File: src/source/cpuPkg.sv
package cpuPkg;

    // datapath and storage sizes
    localparam int DATA_WIDTH      = 32;
    localparam int REG_ADDR_WIDTH  = 5;
    localparam int IMEM_WORDS      = 64;
    localparam int DMEM_WORDS      = 64;
    localparam int IMEM_ADDR_WIDTH = 6;  // word index into instruction memory
    localparam int DMEM_ADDR_WIDTH = 6;  // word index into data memory

    // primary opcode field, instr[31:26]
    typedef enum logic [5:0]
    {
        RTYPE = 6'd0,
        BEQ   = 6'd4,
        ADDI  = 6'd8,
        LW    = 6'd35,
        SW    = 6'd43
    } opcodeT;

    // funct field under RTYPE, instr[5:0]
    typedef enum logic [5:0]
    {
        MUL = 6'd24,
        ADD = 6'd32,
        SUB = 6'd34
    } functT;

    // operation the execute ALU applies
    typedef enum logic [1:0]
    {
        ALU_ADD = 2'd0,
        ALU_SUB = 2'd1,
        ALU_MUL = 2'd2   // low half of product
    } aluOpT;

    // IF/ID register
    typedef struct packed
    {
        logic                  valid;
        logic [DATA_WIDTH-1:0] pc;
        logic [DATA_WIDTH-1:0] instr;
    } ifIdT;

    // ID/EX register
    typedef struct packed
    {
        logic                      valid;
        aluOpT                     aluOp;
        logic                      useImm;    // second operand is imm, not rt
        logic                      regWrite;
        logic                      memRead;
        logic                      memWrite;
        logic                      branch;    // beq
        logic [DATA_WIDTH-1:0]     rsValue;
        logic [DATA_WIDTH-1:0]     rtValue;
        logic [DATA_WIDTH-1:0]     imm;       // sign extended
        logic [REG_ADDR_WIDTH-1:0] dest;
        logic [DATA_WIDTH-1:0]     pc;
    } idExT;

    // EX/MEM register
    typedef struct packed
    {
        logic                      valid;
        logic [DATA_WIDTH-1:0]     result;     // alu result or byte address
        logic [DATA_WIDTH-1:0]     storeData;
        logic [REG_ADDR_WIDTH-1:0] dest;
        logic                      regWrite;
        logic                      memRead;
        logic                      memWrite;
    } exMemT;

    // MEM/WB register, also the register file write port
    typedef struct packed
    {
        logic                      valid;
        logic [REG_ADDR_WIDTH-1:0] dest;
        logic [DATA_WIDTH-1:0]     data;
    } wbT;

endpackage

File: src/source/memoryStage.sv
`timescale 1ns/100ps

module memoryStage
(
    input  logic          clk,
    input  logic          rstN,
    input  cpuPkg::exMemT exMem,
    output cpuPkg::wbT    wb
);

    logic [cpuPkg::DATA_WIDTH-1:0]      dmem [cpuPkg::DMEM_WORDS];
    logic [cpuPkg::DMEM_ADDR_WIDTH-1:0] wordIndex;
    logic [cpuPkg::DATA_WIDTH-1:0]      loadData;
    cpuPkg::wbT                         wbNext;

    // byte address, low two bits dropped, upper bits wrap
    assign wordIndex = exMem.result[cpuPkg::DMEM_ADDR_WIDTH+1:2];
    assign loadData  = dmem[wordIndex];   // async read

    always_ff @(posedge clk)
    begin
        if (!rstN)
        begin
            for (int i = 0; i < cpuPkg::DMEM_WORDS; i++)
                dmem[i] <= '0;              // unwritten words load as zero
        end
        else if (exMem.valid && exMem.memWrite)
        begin
            dmem[wordIndex] <= exMem.storeData;
        end
    end

    // r0 writes vanish here
    always_comb
    begin
        wbNext       = '0;
        wbNext.valid = exMem.valid && exMem.regWrite && (exMem.dest != '0);
        wbNext.dest  = exMem.dest;
        wbNext.data  = exMem.memRead ? loadData : exMem.result;
    end

    always_ff @(posedge clk)
    begin
        if (!rstN)
            wb.valid <= 1'b0;
        else
            wb <= wbNext;
    end

endmodule

File: config.mk
export PLATFORM = sky130hd
export DESIGN_NAME = memoryStage
export DESIGN_NICKNAME = d
export VERILOG_FILES = /design/src/source/cpuPkg.sv /design/src/source/memoryStage.sv
export SDC_FILE = /design/constraint.sdc
export NUM_CORES = 2
export LEC_CHECK = 0
export BUFFER_PORTS_ARGS = -buffer_cell sky130_fd_sc_hd__buf_4
export CORE_UTILIZATION = 30
export DETAILED_ROUTE_END_ITERATION = 8
export PLACE_DENSITY = 0.47
export REMOVE_ABC_BUFFERS = 1
export SLEW_MARGIN = 25
export SYNTH_ARGS = -nofsm -noshare
export SYNTH_HDL_FRONTEND = slang
export SYNTH_SLANG_ARGS = --single-unit
File: constraint.sdc
create_clock -name clk -period 7.8 [get_ports clk]
set_input_delay 1.56 -clock clk [delete_from_list [all_inputs] [get_ports clk]]
set_output_delay 1.56 -clock clk [all_outputs]
set_load 0.1 [all_outputs]
==> results.cfg <==
[placed_design]
routabilityCongestion = 0.8984
port_buffers = 112
dp_hpwl_mm = 234.6
dp_slack_ns = 1.901

[worst_setup_path]
worstSetupPathType = in2reg
critPathCaptureType = flip-flop
rrSetupSlack_ns = 4.55
arrival_ns = 5.78
crit_chain = buf_8 -> buf_4 -> nor2b_4 -> buf_4 -> a22oi_1 -> a22oi_1 -> o22a_1 -> o211ai_1 -> o32a_1
cp-start-kind = input pin
cpPeakStageDelay_ns = 0.64
crit_path_max_fanout = 46
slowest_stage = buf_4
required_ns = 8.48

[clock_tree]
clk-insertion-delay-late_ns = 0.94
clockBufferDepth = 4
post_cts_buffers = 0
clkTransAtPathRegs_ns = 0.06
cts_max_level = 4
ctsHoldBuffers = 0
cts_resized = 0
clock-sinks = 2086
cts_tree = yes
cts_made_buffers = 233
clockRootBuffer = clkbuf_16

[global_route]
grt-ovfl-total = 0
grt_usage = 0.2402
antenna_found_initial = 47
grt_pass1_vias = 58420
grt_max_degree = 109
grt_pass1_wl_mm = 524.8

[run_status]
outcome = finished clean

[detailed_routing]
dr.pass1.iters = 9
ant_nets = 0
wl_per_cell_um = 35.42
drc = 0
wl_mm = 390.4
drt_iter0_drc = 8512
via_per_inst = 5.463
vias = 60210

[timing]
setup_ws_ns = 2.701
setup_viol_count_final = 0
fin_crit_sh = 0.6537
timing.final.crit_period_ns = 5.099
worstMarginPinSlew_ns = 1.168
slew_violations = 0
hold_viol = 0
tns_ns = 0
fin_hold_ws_ns = 0.8167
slew_headroom = 0.1993
rsz0062_at_grt = false
maxClockFrequency_mhz = 196.1
skew_ns = 0.09144

[synth]
ys_seq_area_frac = 0.6582
synthArstFlopShare = 0
synthesis.area_mm2 = 0.09515
yosysWarnings = 0
syn_area_per_cell_um2 = 14.13
synth-seq-cells = 2086
syn_inst = 6733
synth.distinct_cells = 68
ys.flop_type = edfxtp_1
synth_edf_count = 2085

[floorplan]
die_area_mm2 = 0.3194
coreArea_mm2 = 0.3152
chipHeight_um = 565.2
placementRows = 206
io_pins = 113
initial_core_util = 0.3018
die_x_um = 565.2

[flow_run]
drv_cap = 0

[power_and_ir_drop]
p_leak_nw = 37.16
irDropWorstVdd_v = 0.0002118
power_density_mw_per_mm2 = 242.1
p_total_mw = 26.38

[min_path]
hold_path.class = in2reg

[finish]
syn_to_final_growth_pct = 14.53
drive_gt1_frac = 0.1787
final_nets = 6729
utilization = 0.3457
==> where the power goes <==
part | switching [mW] | total, mW | internal [mW]
clock network | 4.76 | 10.8 | 6.09
registers | 0.201 | 13.1 | 12.9
logic | 1.81 | 2.45 | 0.636
==> placed cells by master, fill, tap and decap left out, types with 20 or more instances in the layout <==
cell type / n
a21oi_1: 114
a221o_1: 39
a221oi_1: 197
a22o_1: 43
a22oi_1: 148
a31oi_1: 23
and2_1: 2050
buf_12: 20
buf_4: 370
clkbuf_1: 43
clkbuf_16: 235
clkinv_1: 67
clkinv_2: 41
diode_2: 23
edfxtp_1: 2085
mux2_2: 165
mux2i_1: 209
mux4_2: 170
nand2_1: 104
nand3_1: 28
nor2_1: 102
nor2_2: 62
o21ai_0: 108
o21ai_4: 62
o22ai_1: 79
o32a_1: 23
==> metal layers <==
layer,track usage,vias up,share of wire
met5,0,-,0.00018
met4,0.1184,10,0.057
met3,0.04343,681,0.082
met2,0.3752,3030,0.45
met1,0.3210,31760,0.41
li1,-,24730,-
==> worst max-delay path: cells and delay by family <==
| kind | cells | cell delay (ns) |
|---|---|---|
| AND/OR/NAND/NOR | 1 | 0.48 |
| buffers and inverters | 3 | 1.72 |
| AO/OA/AOI/OAI | 5 | 1.78 |
==> worst paths after layout <==
path,startpoint,endpoint,cells after the start
worst max-delay path,exMem[42],wb[13],9
worst min-delay path,exMem[5],wb[34],1
worst max register to register,dmem[58][29],wb[29],6
worst min register to register,dmem[39][3],wb[3],3
==> sequential cells by signal, summed over array words and instances, names as in the netlist <==
signal / count
wb: 38
dmem: 2048
==> synthesized netlist by cell type, types with 51 or more instances <==
cell type / instances / area share
a21oi_1: 115 / 0.0060
a221oi_1: 197 / 0.018
a22oi_1: 148 / 0.012
and2_1: 2053 / 0.13
buf_1: 51 / 0.0020
buf_2: 99 / 0.0052
clkbuf_1: 487 / 0.019
edfxtp_1: 2085 / 0.66
mux2_2: 165 / 0.020
mux2i_1: 211 / 0.022
mux4_2: 170 / 0.040
nand2_1: 104 / 0.0041
nor2_1: 168 / 0.0066
o21ai_0: 173 / 0.0091
o22ai_1: 80 / 0.0053
==> through the flow <==
| stage | cells | instance area, µm² |
|---|---|---|
| 6_report | 11020 | 109000 |
| 3_5_place_dp | 10570 | 101600 |
| 3_3_place_gp | 10560 | 101200 |
| 5_1_grt | 11000 | 108900 |
| 2_1_floorplan | 6008 | 91820 |
| 4_1_cts | 10990 | 108800 |
==> cell type report <==
| type | count | area, µm² |
|---|---|---|
| fill | 30190 | 206300 |
| timing repair buffer | 411 | 3615 |
| multi-input combinational | 3918 | 30180 |
| tap | 4160 | 5205 |
| inverter | 4 | 25.02 |
| clock inverter | 142 | 1215 |
| sequential | 2086 | 62630 |
| clock buffer | 278 | 6042 |
| antenna | 23 | 57.56 |
==> cells by family (layout without fill, tap and decap cells) <==
| logic type | after synthesis | in the layout | share of synthesized area |
|---|---|---|---|
| other | 0 | 23 | 0 |
| and+or+nand+nor | 2422 | 2422 | 0.1521 |
| DFF | 2086 | 2086 | 0.6582 |
| AOI/OAI and AO/OA | 948 | 948 | 0.07213 |
| buffers and inverters | 729 | 835 | 0.03515 |
| muxes | 548 | 548 | 0.08236 |
(Power assumes the default switching activity.)
