[src/source/cpuPkg.sv]
package cpuPkg;

    // datapath and storage sizes
    localparam int DATA_WIDTH      = 32;
    localparam int REG_ADDR_WIDTH  = 5;
    localparam int IMEM_WORDS      = 64;
    localparam int DMEM_WORDS      = 64;
    localparam int IMEM_ADDR_WIDTH = 6;  // word index into instruction memory
    localparam int DMEM_ADDR_WIDTH = 6;  // word index into data memory

    // primary opcode field, instr[31:26]
    typedef enum logic [5:0]
    {
        RTYPE = 6'd0,
        BEQ   = 6'd4,
        ADDI  = 6'd8,
        LW    = 6'd35,
        SW    = 6'd43
    } opcodeT;

    // funct field under RTYPE, instr[5:0]
    typedef enum logic [5:0]
    {
        MUL = 6'd24,
        ADD = 6'd32,
        SUB = 6'd34
    } functT;

    // operation the execute ALU applies
    typedef enum logic [1:0]
    {
        ALU_ADD = 2'd0,
        ALU_SUB = 2'd1,
        ALU_MUL = 2'd2   // low half of product
    } aluOpT;

    // IF/ID register
    typedef struct packed
    {
        logic                  valid;
        logic [DATA_WIDTH-1:0] pc;
        logic [DATA_WIDTH-1:0] instr;
    } ifIdT;

    // ID/EX register
    typedef struct packed
    {
        logic                      valid;
        aluOpT                     aluOp;
        logic                      useImm;    // second operand is imm, not rt
        logic                      regWrite;
        logic                      memRead;
        logic                      memWrite;
        logic                      branch;    // beq
        logic [DATA_WIDTH-1:0]     rsValue;
        logic [DATA_WIDTH-1:0]     rtValue;
        logic [DATA_WIDTH-1:0]     imm;       // sign extended
        logic [REG_ADDR_WIDTH-1:0] dest;
        logic [DATA_WIDTH-1:0]     pc;
    } idExT;

    // EX/MEM register
    typedef struct packed
    {
        logic                      valid;
        logic [DATA_WIDTH-1:0]     result;     // alu result or byte address
        logic [DATA_WIDTH-1:0]     storeData;
        logic [REG_ADDR_WIDTH-1:0] dest;
        logic                      regWrite;
        logic                      memRead;
        logic                      memWrite;
    } exMemT;

    // MEM/WB register, also the register file write port
    typedef struct packed
    {
        logic                      valid;
        logic [REG_ADDR_WIDTH-1:0] dest;
        logic [DATA_WIDTH-1:0]     data;
    } wbT;

endpackage

[src/source/decodeStage.sv]
`timescale 1ns/100ps

module decodeStage
(
    input  logic          clk,
    input  logic          rstN,
    input  cpuPkg::ifIdT  ifId,
    input  logic          redirect,
    input  cpuPkg::wbT    wb,
    input  cpuPkg::exMemT exMem,
    output cpuPkg::idExT  idEx,
    output logic          stall
);

    logic [cpuPkg::DATA_WIDTH-1:0]     regs [2**cpuPkg::REG_ADDR_WIDTH];
    cpuPkg::opcodeT                    opcode;
    cpuPkg::functT                     funct;
    logic [cpuPkg::REG_ADDR_WIDTH-1:0] rs;
    logic [cpuPkg::REG_ADDR_WIDTH-1:0] rt;
    logic [cpuPkg::REG_ADDR_WIDTH-1:0] rd;
    logic                              usesRs;
    logic                              usesRt;
    logic                              rsBusy;
    logic                              rtBusy;
    cpuPkg::idExT                      idExNext;

    // instruction fields
    assign opcode = cpuPkg::opcodeT'(ifId.instr[31:26]);
    assign rs     = ifId.instr[25:21];
    assign rt     = ifId.instr[20:16];
    assign rd     = ifId.instr[15:11];
    assign funct  = cpuPkg::functT'(ifId.instr[5:0]);

    // read port, r0 hardwired, same-cycle wb bypasses the array
    function automatic logic [cpuPkg::DATA_WIDTH-1:0] readReg
    (
        input logic [cpuPkg::REG_ADDR_WIDTH-1:0] idx
    );
        if (idx == '0)
            return '0;
        else if (wb.valid && (wb.dest == idx))
            return wb.data;
        else
            return regs[idx];
    endfunction

    // an older in-flight instruction will write src
    function automatic logic writesTo
    (
        input logic [cpuPkg::REG_ADDR_WIDTH-1:0] src,
        input logic                              valid,
        input logic                              regWrite,
        input logic [cpuPkg::REG_ADDR_WIDTH-1:0] dest
    );
        return valid && regWrite && (dest != '0) && (dest == src);
    endfunction

    always_ff @(posedge clk)
    begin
        if (!rstN)
        begin
            for (int i = 0; i < 2**cpuPkg::REG_ADDR_WIDTH; i++)
                regs[i] <= '0;    // regs start at zero
        end
        else if (wb.valid && (wb.dest != '0))
        begin
            regs[wb.dest] <= wb.data;
        end
    end

    // control decode
    always_comb
    begin
        idExNext          = '0;
        idExNext.aluOp    = cpuPkg::ALU_ADD;
        idExNext.dest     = rd;
        usesRs            = 1'b0;
        usesRt            = 1'b0;
        case (opcode)
            cpuPkg::RTYPE:
            begin
                case (funct)
                    cpuPkg::ADD: idExNext.aluOp = cpuPkg::ALU_ADD;
                    cpuPkg::SUB: idExNext.aluOp = cpuPkg::ALU_SUB;
                    cpuPkg::MUL: idExNext.aluOp = cpuPkg::ALU_MUL;
                    default:     idExNext.aluOp = cpuPkg::ALU_ADD;
                endcase
                // unknown funct stays a no-op
                usesRs            = (funct == cpuPkg::ADD) || (funct == cpuPkg::SUB) ||
                                    (funct == cpuPkg::MUL);
                usesRt            = usesRs;
                idExNext.regWrite = usesRs;
            end
            cpuPkg::ADDI:
            begin
                idExNext.useImm   = 1'b1;
                idExNext.regWrite = 1'b1;
                idExNext.dest     = rt;      // i-type writes rt
                usesRs            = 1'b1;
            end
            cpuPkg::LW:
            begin
                idExNext.useImm   = 1'b1;
                idExNext.regWrite = 1'b1;
                idExNext.memRead  = 1'b1;
                idExNext.dest     = rt;
                usesRs            = 1'b1;
            end
            cpuPkg::SW:
            begin
                idExNext.useImm   = 1'b1;
                idExNext.memWrite = 1'b1;
                usesRs            = 1'b1;
                usesRt            = 1'b1;    // store data
            end
            cpuPkg::BEQ:
            begin
                idExNext.aluOp    = cpuPkg::ALU_SUB;
                idExNext.branch   = 1'b1;
                usesRs            = 1'b1;
                usesRt            = 1'b1;
            end
            default: ;                       // unsupported opcode -> no-op
        endcase
        idExNext.rsValue = readReg(rs);
        idExNext.rtValue = readReg(rt);
        idExNext.imm     = {{(cpuPkg::DATA_WIDTH-16){ifId.instr[15]}}, ifId.instr[15:0]};
        idExNext.pc      = ifId.pc;
        idExNext.valid   = ifId.valid && !stall && !redirect;  // bubble or flush
    end

    // interlock against ID/EX and EX/MEM, MEM/WB is covered by the bypass
    assign rsBusy = writesTo(rs, idEx.valid, idEx.regWrite, idEx.dest) ||
                    writesTo(rs, exMem.valid, exMem.regWrite, exMem.dest);
    assign rtBusy = writesTo(rt, idEx.valid, idEx.regWrite, idEx.dest) ||
                    writesTo(rt, exMem.valid, exMem.regWrite, exMem.dest);
    assign stall  = ifId.valid && ((usesRs && rsBusy) || (usesRt && rtBusy));

    always_ff @(posedge clk)
    begin
        if (!rstN)
            idEx.valid <= 1'b0;
        else
            idEx <= idExNext;
    end

endmodule

[config.mk]
export PLATFORM = sky130hd
export DESIGN_NAME = decodeStage
export DESIGN_NICKNAME = d
export VERILOG_FILES = /design/src/source/cpuPkg.sv /design/src/source/decodeStage.sv
export SDC_FILE = /design/constraint.sdc
export NUM_CORES = 2
export LEC_CHECK = 0
export BUFFER_PORTS_ARGS = -buffer_cell sky130_fd_sc_hd__clkbuf_2
export CAP_MARGIN = 40
export CORE_MARGIN = 2
export CORE_UTILIZATION = 33
export CTS_BUF_LIST = sky130_fd_sc_hd__clkbuf_8 sky130_fd_sc_hd__clkbuf_16
export DETAILED_ROUTE_END_ITERATION = 10
export PLACE_DENSITY = 0.56
export RECOVER_POWER = 50
export SYNTH_ARGS = -nofsm -noshare
export SYNTH_HDL_FRONTEND = slang
export SYNTH_SLANG_ARGS = --single-unit
[constraint.sdc]
create_clock -name clk -period 6.3 [get_ports clk]
set_input_delay 1.89 -clock clk [delete_from_list [all_inputs] [get_ports clk]]
set_output_delay 1.89 -clock clk [all_outputs]
set_load 0.03 [all_outputs]
==> results.json <==
{
  "pwr-share-clk_pct": 39.2,
  "ys_types": 52,
  "drv_slew": 367,
  "syn_avg_cell_area_um2": 14.9,
  "violations": "max-capacitance violations, max-slew violations",
  "cp-end-kind": "flip-flop",
  "clock-root-buffer": "clkbuf_16",
  "cts_tree": "yes",
  "setup_tns_ps": 0,
  "cp_data_required_time_ps": 6750,
  "r2r_start": "regs[22][21]",
  "drive_above_1_share_pct": 22.4,
  "port_buffers": 254,
  "clk_pin_slew_ps": 60,
  "grt_start_max_net_pins": 94,
  "synth_top_area_share_pct": 57.9,
  "max_cap_viol_count": 23,
  "min_from": "idEx[140]",
  "fillerInstances": 16700,
  "status": "finished, violations left",
  "final_nets": 4345,
  "grt_usage_pct": 24.5,
  "ys_warn_count": 0,
  "start_util_pct": 33.3,
  "htree_levels": 4,
  "post-route-drc-count": 0,
  "max_slew_margin_pct": -91.3,
  "power_frac_seq_pct": 48.2,
  "tightest_slew_ps": 2870,
  "hold_viol_final": 0,
  "comb_power_share_pct": 12.6,
  "die_y_um": 429,
  "slowest_stage": "o21ai_1",
  "netlist_area_um2": 59500,
  "grt-ovfl-total": 0,
  "cp.arrival_ps": 6440,
  "wire_per_inst_um": 34.5,
  "hold_path_class": "flip-flop to flip-flop",
  "cts_buffers": 131,
  "synthTopCellsByArea": "edfxtp_1, mux4_2, and2_1",
  "path_cells": "clkbuf_1 -> nand4b_1 -> clkbuf_1 -> o21ai_1 -> buf_12",
  "yosysTopAreaCell": "edfxtp_1",
  "cts_hold_buf": 0,
  "rsz0062_at_grt": "false",
  "drt_first_iter_violations": 5719,
  "grt_pass1_wl_um": 315000,
  "p_per_area_nw_per_um2": 277,
  "synth_top_flop_cell": "edfxtp_1",
  "grt_pass1_vias": 38800,
  "coreArea_um2": 179000,
  "placed_area_um2": 64800,
  "syn_inst": 3992,
  "async_flop_share_pct": 0,
  "area_growth_pct": 14.7,
  "swShare_pct": 26.3,
  "synth_edf_count": 1148,
  "seq_area_frac_synth_pct": 58.0,
  "antenna_found_initial": 33,
  "clkSinkCount": 1149,
  "gp_congestion": 0.858,
  "use_met2_pct": 38.0,
  "final_area_um2": 68200,
  "skew_ps": 25.8,
  "grtUsageMet3_pct": 5.63,
  "final_antenna_net_count": 0,
  "num_vias": 39500,
  "rows": 155,
  "postCtsSetupBuffers": 0,
  "busiest_layer": "met2",
  "ys_seq_elements": 1149,
  "clock_latency_ps": 790,
  "p_int_mw": 13.9,
  "pin_count": 321,
  "dieArea_um2": 184000,
  "fin_crit_sh_pct": 95.1,
  "crit_top_cell": "clkbuf_1",
  "p_sw_mw": 4.97,
  "dp_hpwl_um": 141000,
  "routed_wl_um": 229000,
  "post_cts_resized": 0,
  "die_w_um": 429,
  "vdd_drop_max_mv": 0.227,
  "met1_usage_pct": 33.2,
  "leakage_nw": 23.3,
  "cp_slowest_stage_delay_ps": 1440,
  "cp_max_fo": 25,
  "fmax_mhz": 167,
  "hold_ws_ps": 907,
  "fin_crit_ps": 5990,
  "crit_start": "rstN",
  "first_pass_iters": 6,
  "viasPerCell": 5.95,
  "setup_viol": 0,
  "cts_buffer_depth": 3,
  "path_class": "input port to flip-flop",
  "crit_path_start_kind": "input port"
}
## placed cells by master, fill, tap and decap left out, drive strengths merged, types with 4 or more instances in the layout
cell | synthesis | final
or3 | 4 | 4
mux4 | 408 | 408
mux2 | 44 | 44
clkbuf | 294 | 415
bufinv | 0 | 6
nand3b | 8 | 8
a221oi | 53 | 53
a211o | 7 | 7
xor2 | 13 | 13
xnor2 | 17 | 17
nor3b | 5 | 5
nor4 | 4 | 4
nor2 | 52 | 52
a211oi | 27 | 27
a22oi | 49 | 49
buf | 139 | 164
and2 | 997 | 997
o21ai | 85 | 85
nand2b | 18 | 18
edfxtp | 1148 | 1148
a32o | 32 | 32
a221o | 41 | 41
clkinvlp | 0 | 4
nand2 | 80 | 80
clkinv | 0 | 51
o221ai | 22 | 22
o22ai | 24 | 24
diode | 0 | 18
a32oi | 5 | 5
inv | 2 | 35
nor2b | 18 | 18
conb | 1 | 32
mux2i | 262 | 262
nor3 | 37 | 37
a21oi | 54 | 54
nand3 | 14 | 14
o211ai | 11 | 11
## power by group through the flow
| stage | clock, mW | sequential, mW | combinational [mW] |
|---|---|---|---|
| floorplan | 0 | 9.35 | 1.29 |
| global placement | 0 | 9.24 | 2.36 |
| detailed placement | 0 | 9.26 | 2.39 |
| CTS | 7.49 | 9.10 | 2.40 |
| global route | 7.78 | 9.16 | 2.46 |
| finish | 7.41 | 9.11 | 2.38 |
## cell type report
type                            count  area [µm²]  area share (%)
Clock inverter                     94         648           0.950
Inverter                            2        10.0          0.0147
Antenna cell                       18        45.0          0.0660
Multi-Input combinational cell   2439       23600            34.5
Timing Repair Buffer              443        3130            4.59
Sequential cell                  1149       34500            50.6
Tap cell                         2355        2950            4.32
Clock buffer                      136        3400            4.99
## path summary, 6_finish.rpt
check | endpoint | slack [ps] | cells past startpoint
min reg2reg | idEx[140] | 910 | 4
min | idEx[140] | 910 | 4
max | regs[13][9] | 310 | 5
max reg2reg | idEx[90] | 4020 | 4
## critical path, delay by kind of cell
family / cells / cell delay (ps)
AOI/OAI and AO/OA: 1 / 1440
buffers and inverters: 3 / 2330
and+or+nand+nor: 1 / 670
## through the flow
stage	std cells	util [%]	worst slack (ps)	power, mW
floorplan	4023	-	636	10.6
global placement	6365	36.0	773	11.6
detailed placement	6388	36.2	865	11.7
CTS	6618	38.5	856	19.0
global route	6624	38.1	375	19.4
finish	6636	38.2	308	18.9
## layer usage
metal | wire length (µm) | vias up
li1 | - | 15700
met1 | 90000 | 20600
met2 | 104000 | 2661
met3 | 24900 | 468
met4 | 9770 | 0
met5 | 0 | -
## flip-flops by register name, indices dropped and copies added, names as in the netlist
name,flops
idEx,125
regs,1024
## Yosys cell counts (8+ instances only)
master / n
a211oi_1: 26
a21oi_1: 54
a221o_1: 41
a221oi_1: 53
a22oi_1: 49
a32o_1: 32
and2_1: 997
buf_1: 14
buf_2: 84
buf_4: 35
clkbuf_1: 294
edfxtp_1: 1148
mux2_2: 44
mux2i_1: 262
mux4_2: 408
nand2_1: 80
nand2b_1: 18
nand3_1: 14
nand3b_1: 8
nor2_1: 52
nor2b_1: 18
nor3_1: 36
o211ai_1: 11
o21ai_0: 85
o221ai_1: 22
o22ai_1: 24
xnor2_1: 17
xor2_1: 13
## kinds of logic (layout without fill, tap and decap cells)
logic type,Yosys count,count (layout),synth area share (%)
AND/OR/NAND/NOR,1248,1248,12.5
flip-flops,1149,1149,58.0
other,1,50,0.00630
buffers and inverters,435,675,3.22
multiplexers,714,714,20.7
XOR/XNOR,30,30,0.442
AO/OA/AOI/OAI,415,415,5.14
Power figures use the tool's default switching activity.
