$ cat src/source/cpuPkg.sv
package cpuPkg;

    // datapath and storage sizes
    localparam int DATA_WIDTH      = 32;
    localparam int REG_ADDR_WIDTH  = 5;
    localparam int IMEM_WORDS      = 64;
    localparam int DMEM_WORDS      = 64;
    localparam int IMEM_ADDR_WIDTH = 6;  // word index into instruction memory
    localparam int DMEM_ADDR_WIDTH = 6;  // word index into data memory

    // primary opcode field, instr[31:26]
    typedef enum logic [5:0]
    {
        RTYPE = 6'd0,
        BEQ   = 6'd4,
        ADDI  = 6'd8,
        LW    = 6'd35,
        SW    = 6'd43
    } opcodeT;

    // funct field under RTYPE, instr[5:0]
    typedef enum logic [5:0]
    {
        MUL = 6'd24,
        ADD = 6'd32,
        SUB = 6'd34
    } functT;

    // operation the execute ALU applies
    typedef enum logic [1:0]
    {
        ALU_ADD = 2'd0,
        ALU_SUB = 2'd1,
        ALU_MUL = 2'd2   // low half of product
    } aluOpT;

    // IF/ID register
    typedef struct packed
    {
        logic                  valid;
        logic [DATA_WIDTH-1:0] pc;
        logic [DATA_WIDTH-1:0] instr;
    } ifIdT;

    // ID/EX register
    typedef struct packed
    {
        logic                      valid;
        aluOpT                     aluOp;
        logic                      useImm;    // second operand is imm, not rt
        logic                      regWrite;
        logic                      memRead;
        logic                      memWrite;
        logic                      branch;    // beq
        logic [DATA_WIDTH-1:0]     rsValue;
        logic [DATA_WIDTH-1:0]     rtValue;
        logic [DATA_WIDTH-1:0]     imm;       // sign extended
        logic [REG_ADDR_WIDTH-1:0] dest;
        logic [DATA_WIDTH-1:0]     pc;
    } idExT;

    // EX/MEM register
    typedef struct packed
    {
        logic                      valid;
        logic [DATA_WIDTH-1:0]     result;     // alu result or byte address
        logic [DATA_WIDTH-1:0]     storeData;
        logic [REG_ADDR_WIDTH-1:0] dest;
        logic                      regWrite;
        logic                      memRead;
        logic                      memWrite;
    } exMemT;

    // MEM/WB register, also the register file write port
    typedef struct packed
    {
        logic                      valid;
        logic [REG_ADDR_WIDTH-1:0] dest;
        logic [DATA_WIDTH-1:0]     data;
    } wbT;

endpackage

$ cat src/source/executeStage.sv
`timescale 1ns/100ps

module executeStage
(
    input  logic                          clk,
    input  logic                          rstN,
    input  cpuPkg::idExT                  idEx,
    output cpuPkg::exMemT                 exMem,
    output logic                          redirect,
    output logic [cpuPkg::DATA_WIDTH-1:0] redirectPc
);

    logic [cpuPkg::DATA_WIDTH-1:0] operandB;
    logic [cpuPkg::DATA_WIDTH-1:0] aluResult;
    logic                          operandsEqual;
    cpuPkg::exMemT                 exMemNext;

    // immediate for addi, lw, sw
    assign operandB = idEx.useImm ? idEx.imm : idEx.rtValue;

    always_comb
    begin
        case (idEx.aluOp)
            cpuPkg::ALU_SUB:
            begin
                aluResult = idEx.rsValue - operandB;
            end
            cpuPkg::ALU_MUL:
            begin
                aluResult = idEx.rsValue * operandB;  // truncates to low 32 bits
            end
            default:
            begin
                aluResult = idEx.rsValue + operandB;  // add, also address calc
            end
        endcase
    end

    // beq resolves here
    assign operandsEqual = (idEx.rsValue == idEx.rtValue);
    assign redirect      = idEx.valid && idEx.branch && operandsEqual;

    // pc + 4 + (imm << 2)
    assign redirectPc = idEx.pc + cpuPkg::DATA_WIDTH'(4) +
                        {idEx.imm[cpuPkg::DATA_WIDTH-3:0], 2'b00};

    always_comb
    begin
        exMemNext           = '0;
        exMemNext.valid     = idEx.valid;
        exMemNext.result    = aluResult;
        exMemNext.storeData = idEx.rtValue;       // sw data from rt
        exMemNext.dest      = idEx.dest;
        exMemNext.regWrite  = idEx.regWrite;      // clear for beq and sw
        exMemNext.memRead   = idEx.memRead;
        exMemNext.memWrite  = idEx.memWrite;
    end

    always_ff @(posedge clk)
    begin
        if (!rstN)
            exMem.valid <= 1'b0;
        else
            exMem <= exMemNext;
    end

endmodule

$ cat config.mk
export PLATFORM = sky130hd
export DESIGN_NAME = executeStage
export DESIGN_NICKNAME = d
export VERILOG_FILES = /design/src/source/cpuPkg.sv /design/src/source/executeStage.sv
export SDC_FILE = /design/constraint.sdc
export NUM_CORES = 1
export LEC_CHECK = 0
export BUFFER_PORTS_ARGS = -buffer_cell sky130_fd_sc_hd__buf_2
export CORE_MARGIN = 2
export CORE_UTILIZATION = 54
export DETAILED_ROUTE_END_ITERATION = 8
export MAX_ROUTING_LAYER = met4
export PLACE_DENSITY = 0.73
export SETUP_SLACK_MARGIN = 0.15
export SYNTH_ARGS = -nofsm -noshare
export SYNTH_HDL_FRONTEND = slang
export SYNTH_SLANG_ARGS = --single-unit
export TNS_END_PERCENT = 20
$ cat constraint.sdc
create_clock -name clk -period 10.5 [get_ports clk]
set_input_delay 0 -clock clk [delete_from_list [all_inputs] [get_ports clk]]
set_output_delay 0 -clock clk [all_outputs]
set_load 0.01 [all_outputs]
==> impl_summary.log, run 1 <==
[metrics] Num CTS Buffers: 9
[metrics] slew margin rel.: 0.182
[metrics] total instance count after detailed placement: 3170
[metrics] starting utilization of the core area: 0.547
[metrics] pin count of the biggest net entering global routing: 74
[metrics] Least-Margin Pin Slew: 1.23 ns
[metrics] flip-flop count of the largest register, all copies and words added: 73
[metrics] register with the highest flop count: exMem
[metrics] Final Routed Wirelength: 72700 um
[metrics] data required time at the worst endpoint: 10.61 ns
[metrics] worst min path class: primary input to primary output
[metrics] async set or reset register ratio after synthesis: 0
[metrics] detailed router's first-iteration violation count: 1421
[metrics] wire length of the first global-routing pass: 112000 um
[metrics] Hold-fix buffers, CTS: 41
[metrics] Cell Count, Final, Fillers Out: 3232
[metrics] cell at the slowest stage of the critical path: sky130_fd_sc_hd__buf_2
[metrics] outcome: finished, final reports clean
[metrics] top flip-flop cell by instance count after synthesis: sky130_fd_sc_hd__edfxtp_1
[metrics] Placeable Area: 41900 um2
[metrics] Synthesized Nets: 3253
[metrics] share of final-layout standard cells stronger than drive strength 1: 0.119
[metrics] CTS tree: yes
[metrics] clock transition at the register clock pins on the worst setup and hold paths after CTS: 0.07 ns
[metrics] post-synthesis cell area: around 23000 um2
[metrics] setup repair bufs after CTS: 0
[metrics] clock buffer depth: 2
[metrics] number of max-slew violations in the final report: 0
[metrics] fill cell total of the finished layout: 3667
[metrics] final setup violating endpoints: 0
[metrics] highest clock frequency the design can meet: 123 MHz
[metrics] final core occ: 0.601
[metrics] post-cts resize count: 0
[metrics] width of the chip: around 210 um
[metrics] sequential fraction of the synthesis area: 0.0954
[metrics] DRC violation count after routing: 0
[metrics] critical path arrival: 8.21 ns
[metrics] most frequent cells in the layout: sky130_fd_sc_hd__fa_1 (410), sky130_fd_sc_hd__inv_1 (407), sky130_fd_sc_hd__and2_1 (293)
[metrics] height of the die: around 210 um
[metrics] Final Hold Viols: 0
[metrics] nature of the critical path endpoint: flip-flop
[metrics] cell with the most instances on the worst path: sky130_fd_sc_hd__fa_1
[metrics] gp weighted congestion: ~0.96
[metrics] post-synthesis cell count: 2487
[metrics] layout-stage area growth over the synthesis result: 9.86%
[metrics] final worst-path cycle share: 0.772
[metrics] Worst path max stage delay: 0.88 ns
[metrics] post-detailed-placement half-perimeter wirelength: 55500 um
[metrics] most common cell after layout, fill and taps aside: sky130_fd_sc_hd__fa_1
[metrics] Port Buffer Count: roughly 240
[metrics] count of max-cap constraint violations: 0
[metrics] clock period minus final worst setup slack: approximately 8.1 ns
[metrics] via count: 18700
[metrics] setup repair after global routing missed its margin: false
[metrics] initial antenna violation count: 5
[metrics] Total Negative Setup Slacks: 0 ns
[metrics] synthesized area divided by synthesized cell count: 9.20 um2
[metrics] Vias/cell: 5.78
[metrics] count of TritonRoute iterations in the first routing pass: 7
[metrics] number of synthesized flops with an enable pin: 72
[metrics] number of warning messages in the yosys log: 0
[metrics] cell row count: 75
[metrics] vias in the first global route: approximately 20000
[metrics] count of state elements after synthesis: 73
[metrics] boundary pin count: roughly 250
[metrics] leftover overflow at the end of global routing: 0
[metrics] registers with the most flip-flops: exMem x73
[metrics] kind of start point of the critical path: primary input
[metrics] number of sinks driven by the clock tree: 73
[metrics] count of H-tree levels built during CTS: 3
[metrics] post-detailed-route count of antenna-violating nets: 0
[metrics] global-route usage over all layers: 0.349
[metrics] critical path peak fanout: 48
[metrics] count of different cell masters after synthesis: 63
[metrics] path type of the worst setup path: primary input to flip-flop
[metrics] worst hold slack across all endpoints: 0.0000190 ns
[metrics] clock tree root driver cell: sky130_fd_sc_hd__clkbuf_16
[metrics] Final Net Count: between 3000 and 4000
[metrics] Routed wire per std cell: about 23 um
[metrics] Die ar.: 44000 um2
==> cell type report <==
cell class	instances	area (um2)	share of cell area
multi-input combinational	1892	18700	0.744
clock inverter	7	61.3	0.00244
inverter	408	1530	0.0609
antenna	5	12.5	0.000498
tap	539	674	0.0268
timing repair buffer	299	1740	0.0692
sequential	73	2180	0.0868
clock buffer	9	225	0.00896
==> final timing paths <==
check / startpoint / to / slack, ns / depth (start not counted)
max: idEx[137] / exMem[70]$_DFFE_PP_ / 2.40 / 25
min: idEx[1] / redirectPc[1] / 0.00002 / 0
==> routing by layer <==
layer | share of wire | track usage
met1 | 0.39 | 0.428
met2 | 0.48 | 0.570
met3 | 0.079 | 0.0600
met4 | 0.049 | 0.151
met5 | 0 | -
==> cells by family after synthesis <==
| logic type | after synthesis | share of synthesized area |
|---|---|---|
| compound gates | 273 | 0.0736 |
| xor+xnor | 201 | 0.0776 |
| fa+ha+maj | 623 | 0.475 |
| buf+inv | 522 | 0.0869 |
| flops | 73 | 0.0954 |
| mux | 50 | 0.0241 |
| simple gates | 745 | 0.167 |
==> through the flow <==
stage               cell area, um2  setup WS [ns]
CTS                          25100           2.41
global route                 25100           2.01
finish                       25100           2.40
detailed placement           24400           2.01
floorplan                    22900           3.25
global placement             24400           2.27
==> synthesized netlist by cell type (7+ instances only) <==
cell,n,share of area
sky130_fd_sc_hd__nor4_1,12,0.0033
sky130_fd_sc_hd__ha_1,213,0.12
sky130_fd_sc_hd__xnor2_1,136,0.052
sky130_fd_sc_hd__nor2_1,71,0.012
sky130_fd_sc_hd__a211oi_1,12,0.0039
sky130_fd_sc_hd__clkbuf_1,103,0.017
sky130_fd_sc_hd__inv_1,407,0.067
sky130_fd_sc_hd__fa_1,410,0.36
sky130_fd_sc_hd__a31oi_1,10,0.0027
sky130_fd_sc_hd__o21ai_1,7,0.0015
sky130_fd_sc_hd__nor3_1,11,0.0024
sky130_fd_sc_hd__o21ai_0,58,0.013
sky130_fd_sc_hd__a21o_1,23,0.0075
sky130_fd_sc_hd__o21a_1,9,0.0030
sky130_fd_sc_hd__edfxtp_1,72,0.094
sky130_fd_sc_hd__a21oi_1,93,0.020
sky130_fd_sc_hd__nor2b_1,13,0.0036
sky130_fd_sc_hd__nand2_1,284,0.047
sky130_fd_sc_hd__mux2_2,24,0.012
sky130_fd_sc_hd__o31ai_1,11,0.0036
sky130_fd_sc_hd__and2_1,293,0.080
sky130_fd_sc_hd__mux2i_1,22,0.0096
sky130_fd_sc_hd__nand2b_1,14,0.0038
sky130_fd_sc_hd__xor2_1,64,0.024
sky130_fd_sc_hd__o21bai_1,17,0.0056
sky130_fd_sc_hd__nand4_1,16,0.0044
==> worst max-delay path, delay by kind of cell <==
family | cells | cell delay, ns
xor+xnor | 1 | 0.17
compound gates | 5 | 1.12
buf+inv | 5 | 1.10
mux | 2 | 0.76
simple gates | 3 | 0.75
fa+ha+maj | 9 | 4.28
Power of run 1 is not shown: default switching activity piles up to over one toggle a cycle in this logic, so the estimate is an artifact.
==> run 2: changes to the inputs <==
==> constraint.sdc (replaced) <==
create_clock -name clk -period 7.96 [get_ports clk]
set_input_delay 0 -clock clk [delete_from_list [all_inputs] [get_ports clk]]
set_output_delay 0 -clock clk [all_outputs]
set_load 0.01 [all_outputs]
==> run 2 against run 1 <==
Sequential cell count stayed put. Global-route usage is 3.4 points higher. Clock-buffer cell count stayed put. Critical path depth stayed put. Largest cell class unchanged. Highest routed layer unchanged.
==> impl_summary.log, run 2 (synthesis results as in run 1) <==
[metrics] outcome: finished, final reports clean
[metrics] fill cell total of the finished layout: 3623
[metrics] most frequent cells in the layout: sky130_fd_sc_hd__fa_1 (410), sky130_fd_sc_hd__inv_1 (407), sky130_fd_sc_hd__and2_1 (293)
[metrics] count of H-tree levels built during CTS: 3
[metrics] Least-Margin Pin Slew: 1.11 ns
[metrics] layout-stage area growth over the synthesis result: 11.2%
[metrics] Total Negative Setup Slacks: 0 ns
[metrics] global-route usage over all layers: 0.382
[metrics] Die ar.: roughly 44000 um2
[metrics] Placeable Area: 41900 um2
[metrics] Final Hold Viols: 0
[metrics] boundary pin count: 249
[metrics] setup repair after global routing missed its margin: true
[metrics] cell depth of the worst hold path: 0
[metrics] detailed router's first-iteration violation count: 1555
[metrics] nature of the critical path endpoint: flip-flop
[metrics] height of the die: 210 um
[metrics] leftover overflow at the end of global routing: 0
[metrics] flip-flop count of the largest register, all copies and words added: 73
[metrics] Seq. cell area: 2180 um2
[metrics] worst min path class: primary input to primary output
[metrics] Port Buffer Count: between 200 and 250
[metrics] clock buffer depth: 2
[metrics] terminating pin of the worst hold path: redirectPc[1]
[metrics] via count: 19000
[metrics] clock tree root driver cell: sky130_fd_sc_hd__clkbuf_16
[metrics] most common cell after layout, fill and taps aside: sky130_fd_sc_hd__fa_1
[metrics] origin of the worst min-delay path: idEx[1]
[metrics] critical path peak fanout: 14
[metrics] final worst-path cycle share: 0.943
[metrics] share of final-layout standard cells stronger than drive strength 1: 0.131
[metrics] critical path arrival: approximately 7.7 ns
[metrics] path type of the worst setup path: primary input to flip-flop
[metrics] starting utilization of the core area: 0.547
[metrics] number of sinks driven by the clock tree: 73
[metrics] number of max-slew violations in the final report: 0
[metrics] gp weighted congestion: 0.987
[metrics] area occupied by multi-input gates: 18800 um2
[metrics] kind of start point of the critical path: primary input
[metrics] clock period minus final worst setup slack: 7.51 ns
[metrics] DRC violation count after routing: 0
[metrics] vias in the first global route: 20600
[metrics] pin count of the biggest net entering global routing: 74
[metrics] width of the chip: 210 um
[metrics] slew margin rel.: 0.262
[metrics] Routed wire per std cell: 24.0 um
[metrics] final setup violating endpoints: 0
[metrics] data required time at the worst endpoint: 8.10 ns
[metrics] Vias/cell: 5.83
[metrics] post-detailed-placement half-perimeter wirelength: roughly 63000 um
[metrics] cell row count: 75
[metrics] register with the highest flop count: exMem
[metrics] crit path setup slack, layout: 0.451 ns
[metrics] initial antenna violation count: 3
[metrics] post-route cell area: 25400 um2
[metrics] count of max-cap constraint violations: 0
[metrics] Final Net Count: around 3500
[metrics] registers with the most flip-flops: exMem x73
[metrics] wire length of the first global-routing pass: 121000 um
[metrics] Cell Area, Placed: 24700 um2
[metrics] CTS tree: yes
[metrics] highest clock frequency the design can meet: 133 MHz
[metrics] Final Routed Wirelength: 78100 um
[metrics] post-detailed-route count of antenna-violating nets: 0
[metrics] Num CTS Buffers: 9
[metrics] placement-stage worst setup slack: 0.178 ns
[metrics] count of TritonRoute iterations in the first routing pass: 6
[metrics] clock transition at the register clock pins on the worst setup and hold paths after CTS: 0.09 ns
-- run 2: cell count changes in the layout (fill, tap and decap cells not counted), sizes merged --
cell	previous run	this run
buf	258	288
bufinv	0	1
clkinv	3	4
clkinvlp	2	0
diode	5	2
-- run 2: final cells by class --
cell class	count	share of cell area
inverters	408	0.0602
clock buffers	9	0.00885
repair buffers	329	0.0777
flip-flops and latches	73	0.0858
multi-input cells	1892	0.737
clock inverters	7	0.00334
well taps	539	0.0265
diodes	2	0.000197
-- run 2: metrics by stage --
step	hold slack, ns	utilization	cells
6_report	0.0000190	0.608	3259
5_1_grt	0.0000720	0.608	3259
4_1_cts	0.0000686	0.606	3255
3_5_place_dp	0.0000686	0.589	3198
3_3_place_gp	0.0000686	0.589	3198
2_1_floorplan	0.0918	-	2487
-- run 2: how the worst max path moves through the flow --
stage,from,endpoint
6_report,idEx[71],exMem[69]$_DFFE_PP_
3_5_place_dp,idEx[137],exMem[71]$_DFFE_PP_
3_3_place_gp,idEx[137],exMem[70]$_DFFE_PP_
5_1_grt,idEx[71],exMem[69]$_DFFE_PP_
4_1_cts,idEx[71],exMem[71]$_DFFE_PP_
2_1_floorplan,idEx[137],exMem[70]$_DFFE_PP_
-- run 2: timing repair --
item / CTS / global route
endpoints found under the setup margin: 0 / 5
endpoints found under the hold margin: 41 / 0
hold buffers: 41 / 0
setup buffers: 0 / 2
gates resized for setup: 0 / 7
-- run 2: per-layer routing --
| layer | GRT usage | wire length [um] | vias up |
|---|---|---|---|
| met5 | - | 0 | - |
| met4 | 0.234 | 5860 | 0 |
| met3 | 0.0615 | 6020 | 283 |
| met2 | 0.616 | 37400 | 955 |
| met1 | 0.452 | 28900 | 9532 |
| li1 | - | - | 8240 |
-- run 2: worst max-delay path, stage by stage --
cell	delay, ns
sky130_fd_sc_hd__dlygate4sd3_1	0.54
sky130_fd_sc_hd__buf_2	0.19
sky130_fd_sc_hd__mux2_2	0.42
sky130_fd_sc_hd__buf_4	0.24
sky130_fd_sc_hd__and2_1	0.18
sky130_fd_sc_hd__fa_1	0.53
sky130_fd_sc_hd__inv_1	0.05
sky130_fd_sc_hd__fa_1	0.50
sky130_fd_sc_hd__fa_1	0.45
sky130_fd_sc_hd__fa_1	0.55
sky130_fd_sc_hd__inv_1	0.05
sky130_fd_sc_hd__fa_1	0.48
sky130_fd_sc_hd__fa_1	0.56
sky130_fd_sc_hd__fa_1	0.43
sky130_fd_sc_hd__fa_1	0.44
sky130_fd_sc_hd__ha_1	0.35
sky130_fd_sc_hd__and4_1	0.23
sky130_fd_sc_hd__nand4_1	0.10
sky130_fd_sc_hd__a21oi_1	0.07
sky130_fd_sc_hd__a311oi_2	0.41
sky130_fd_sc_hd__a21oi_4	0.16
sky130_fd_sc_hd__a21oi_1	0.23
sky130_fd_sc_hd__nor2b_1	0.20
sky130_fd_sc_hd__xor2_1	0.20
sky130_fd_sc_hd__mux2i_1	0.09
Power of run 2 is left out for the same reason.
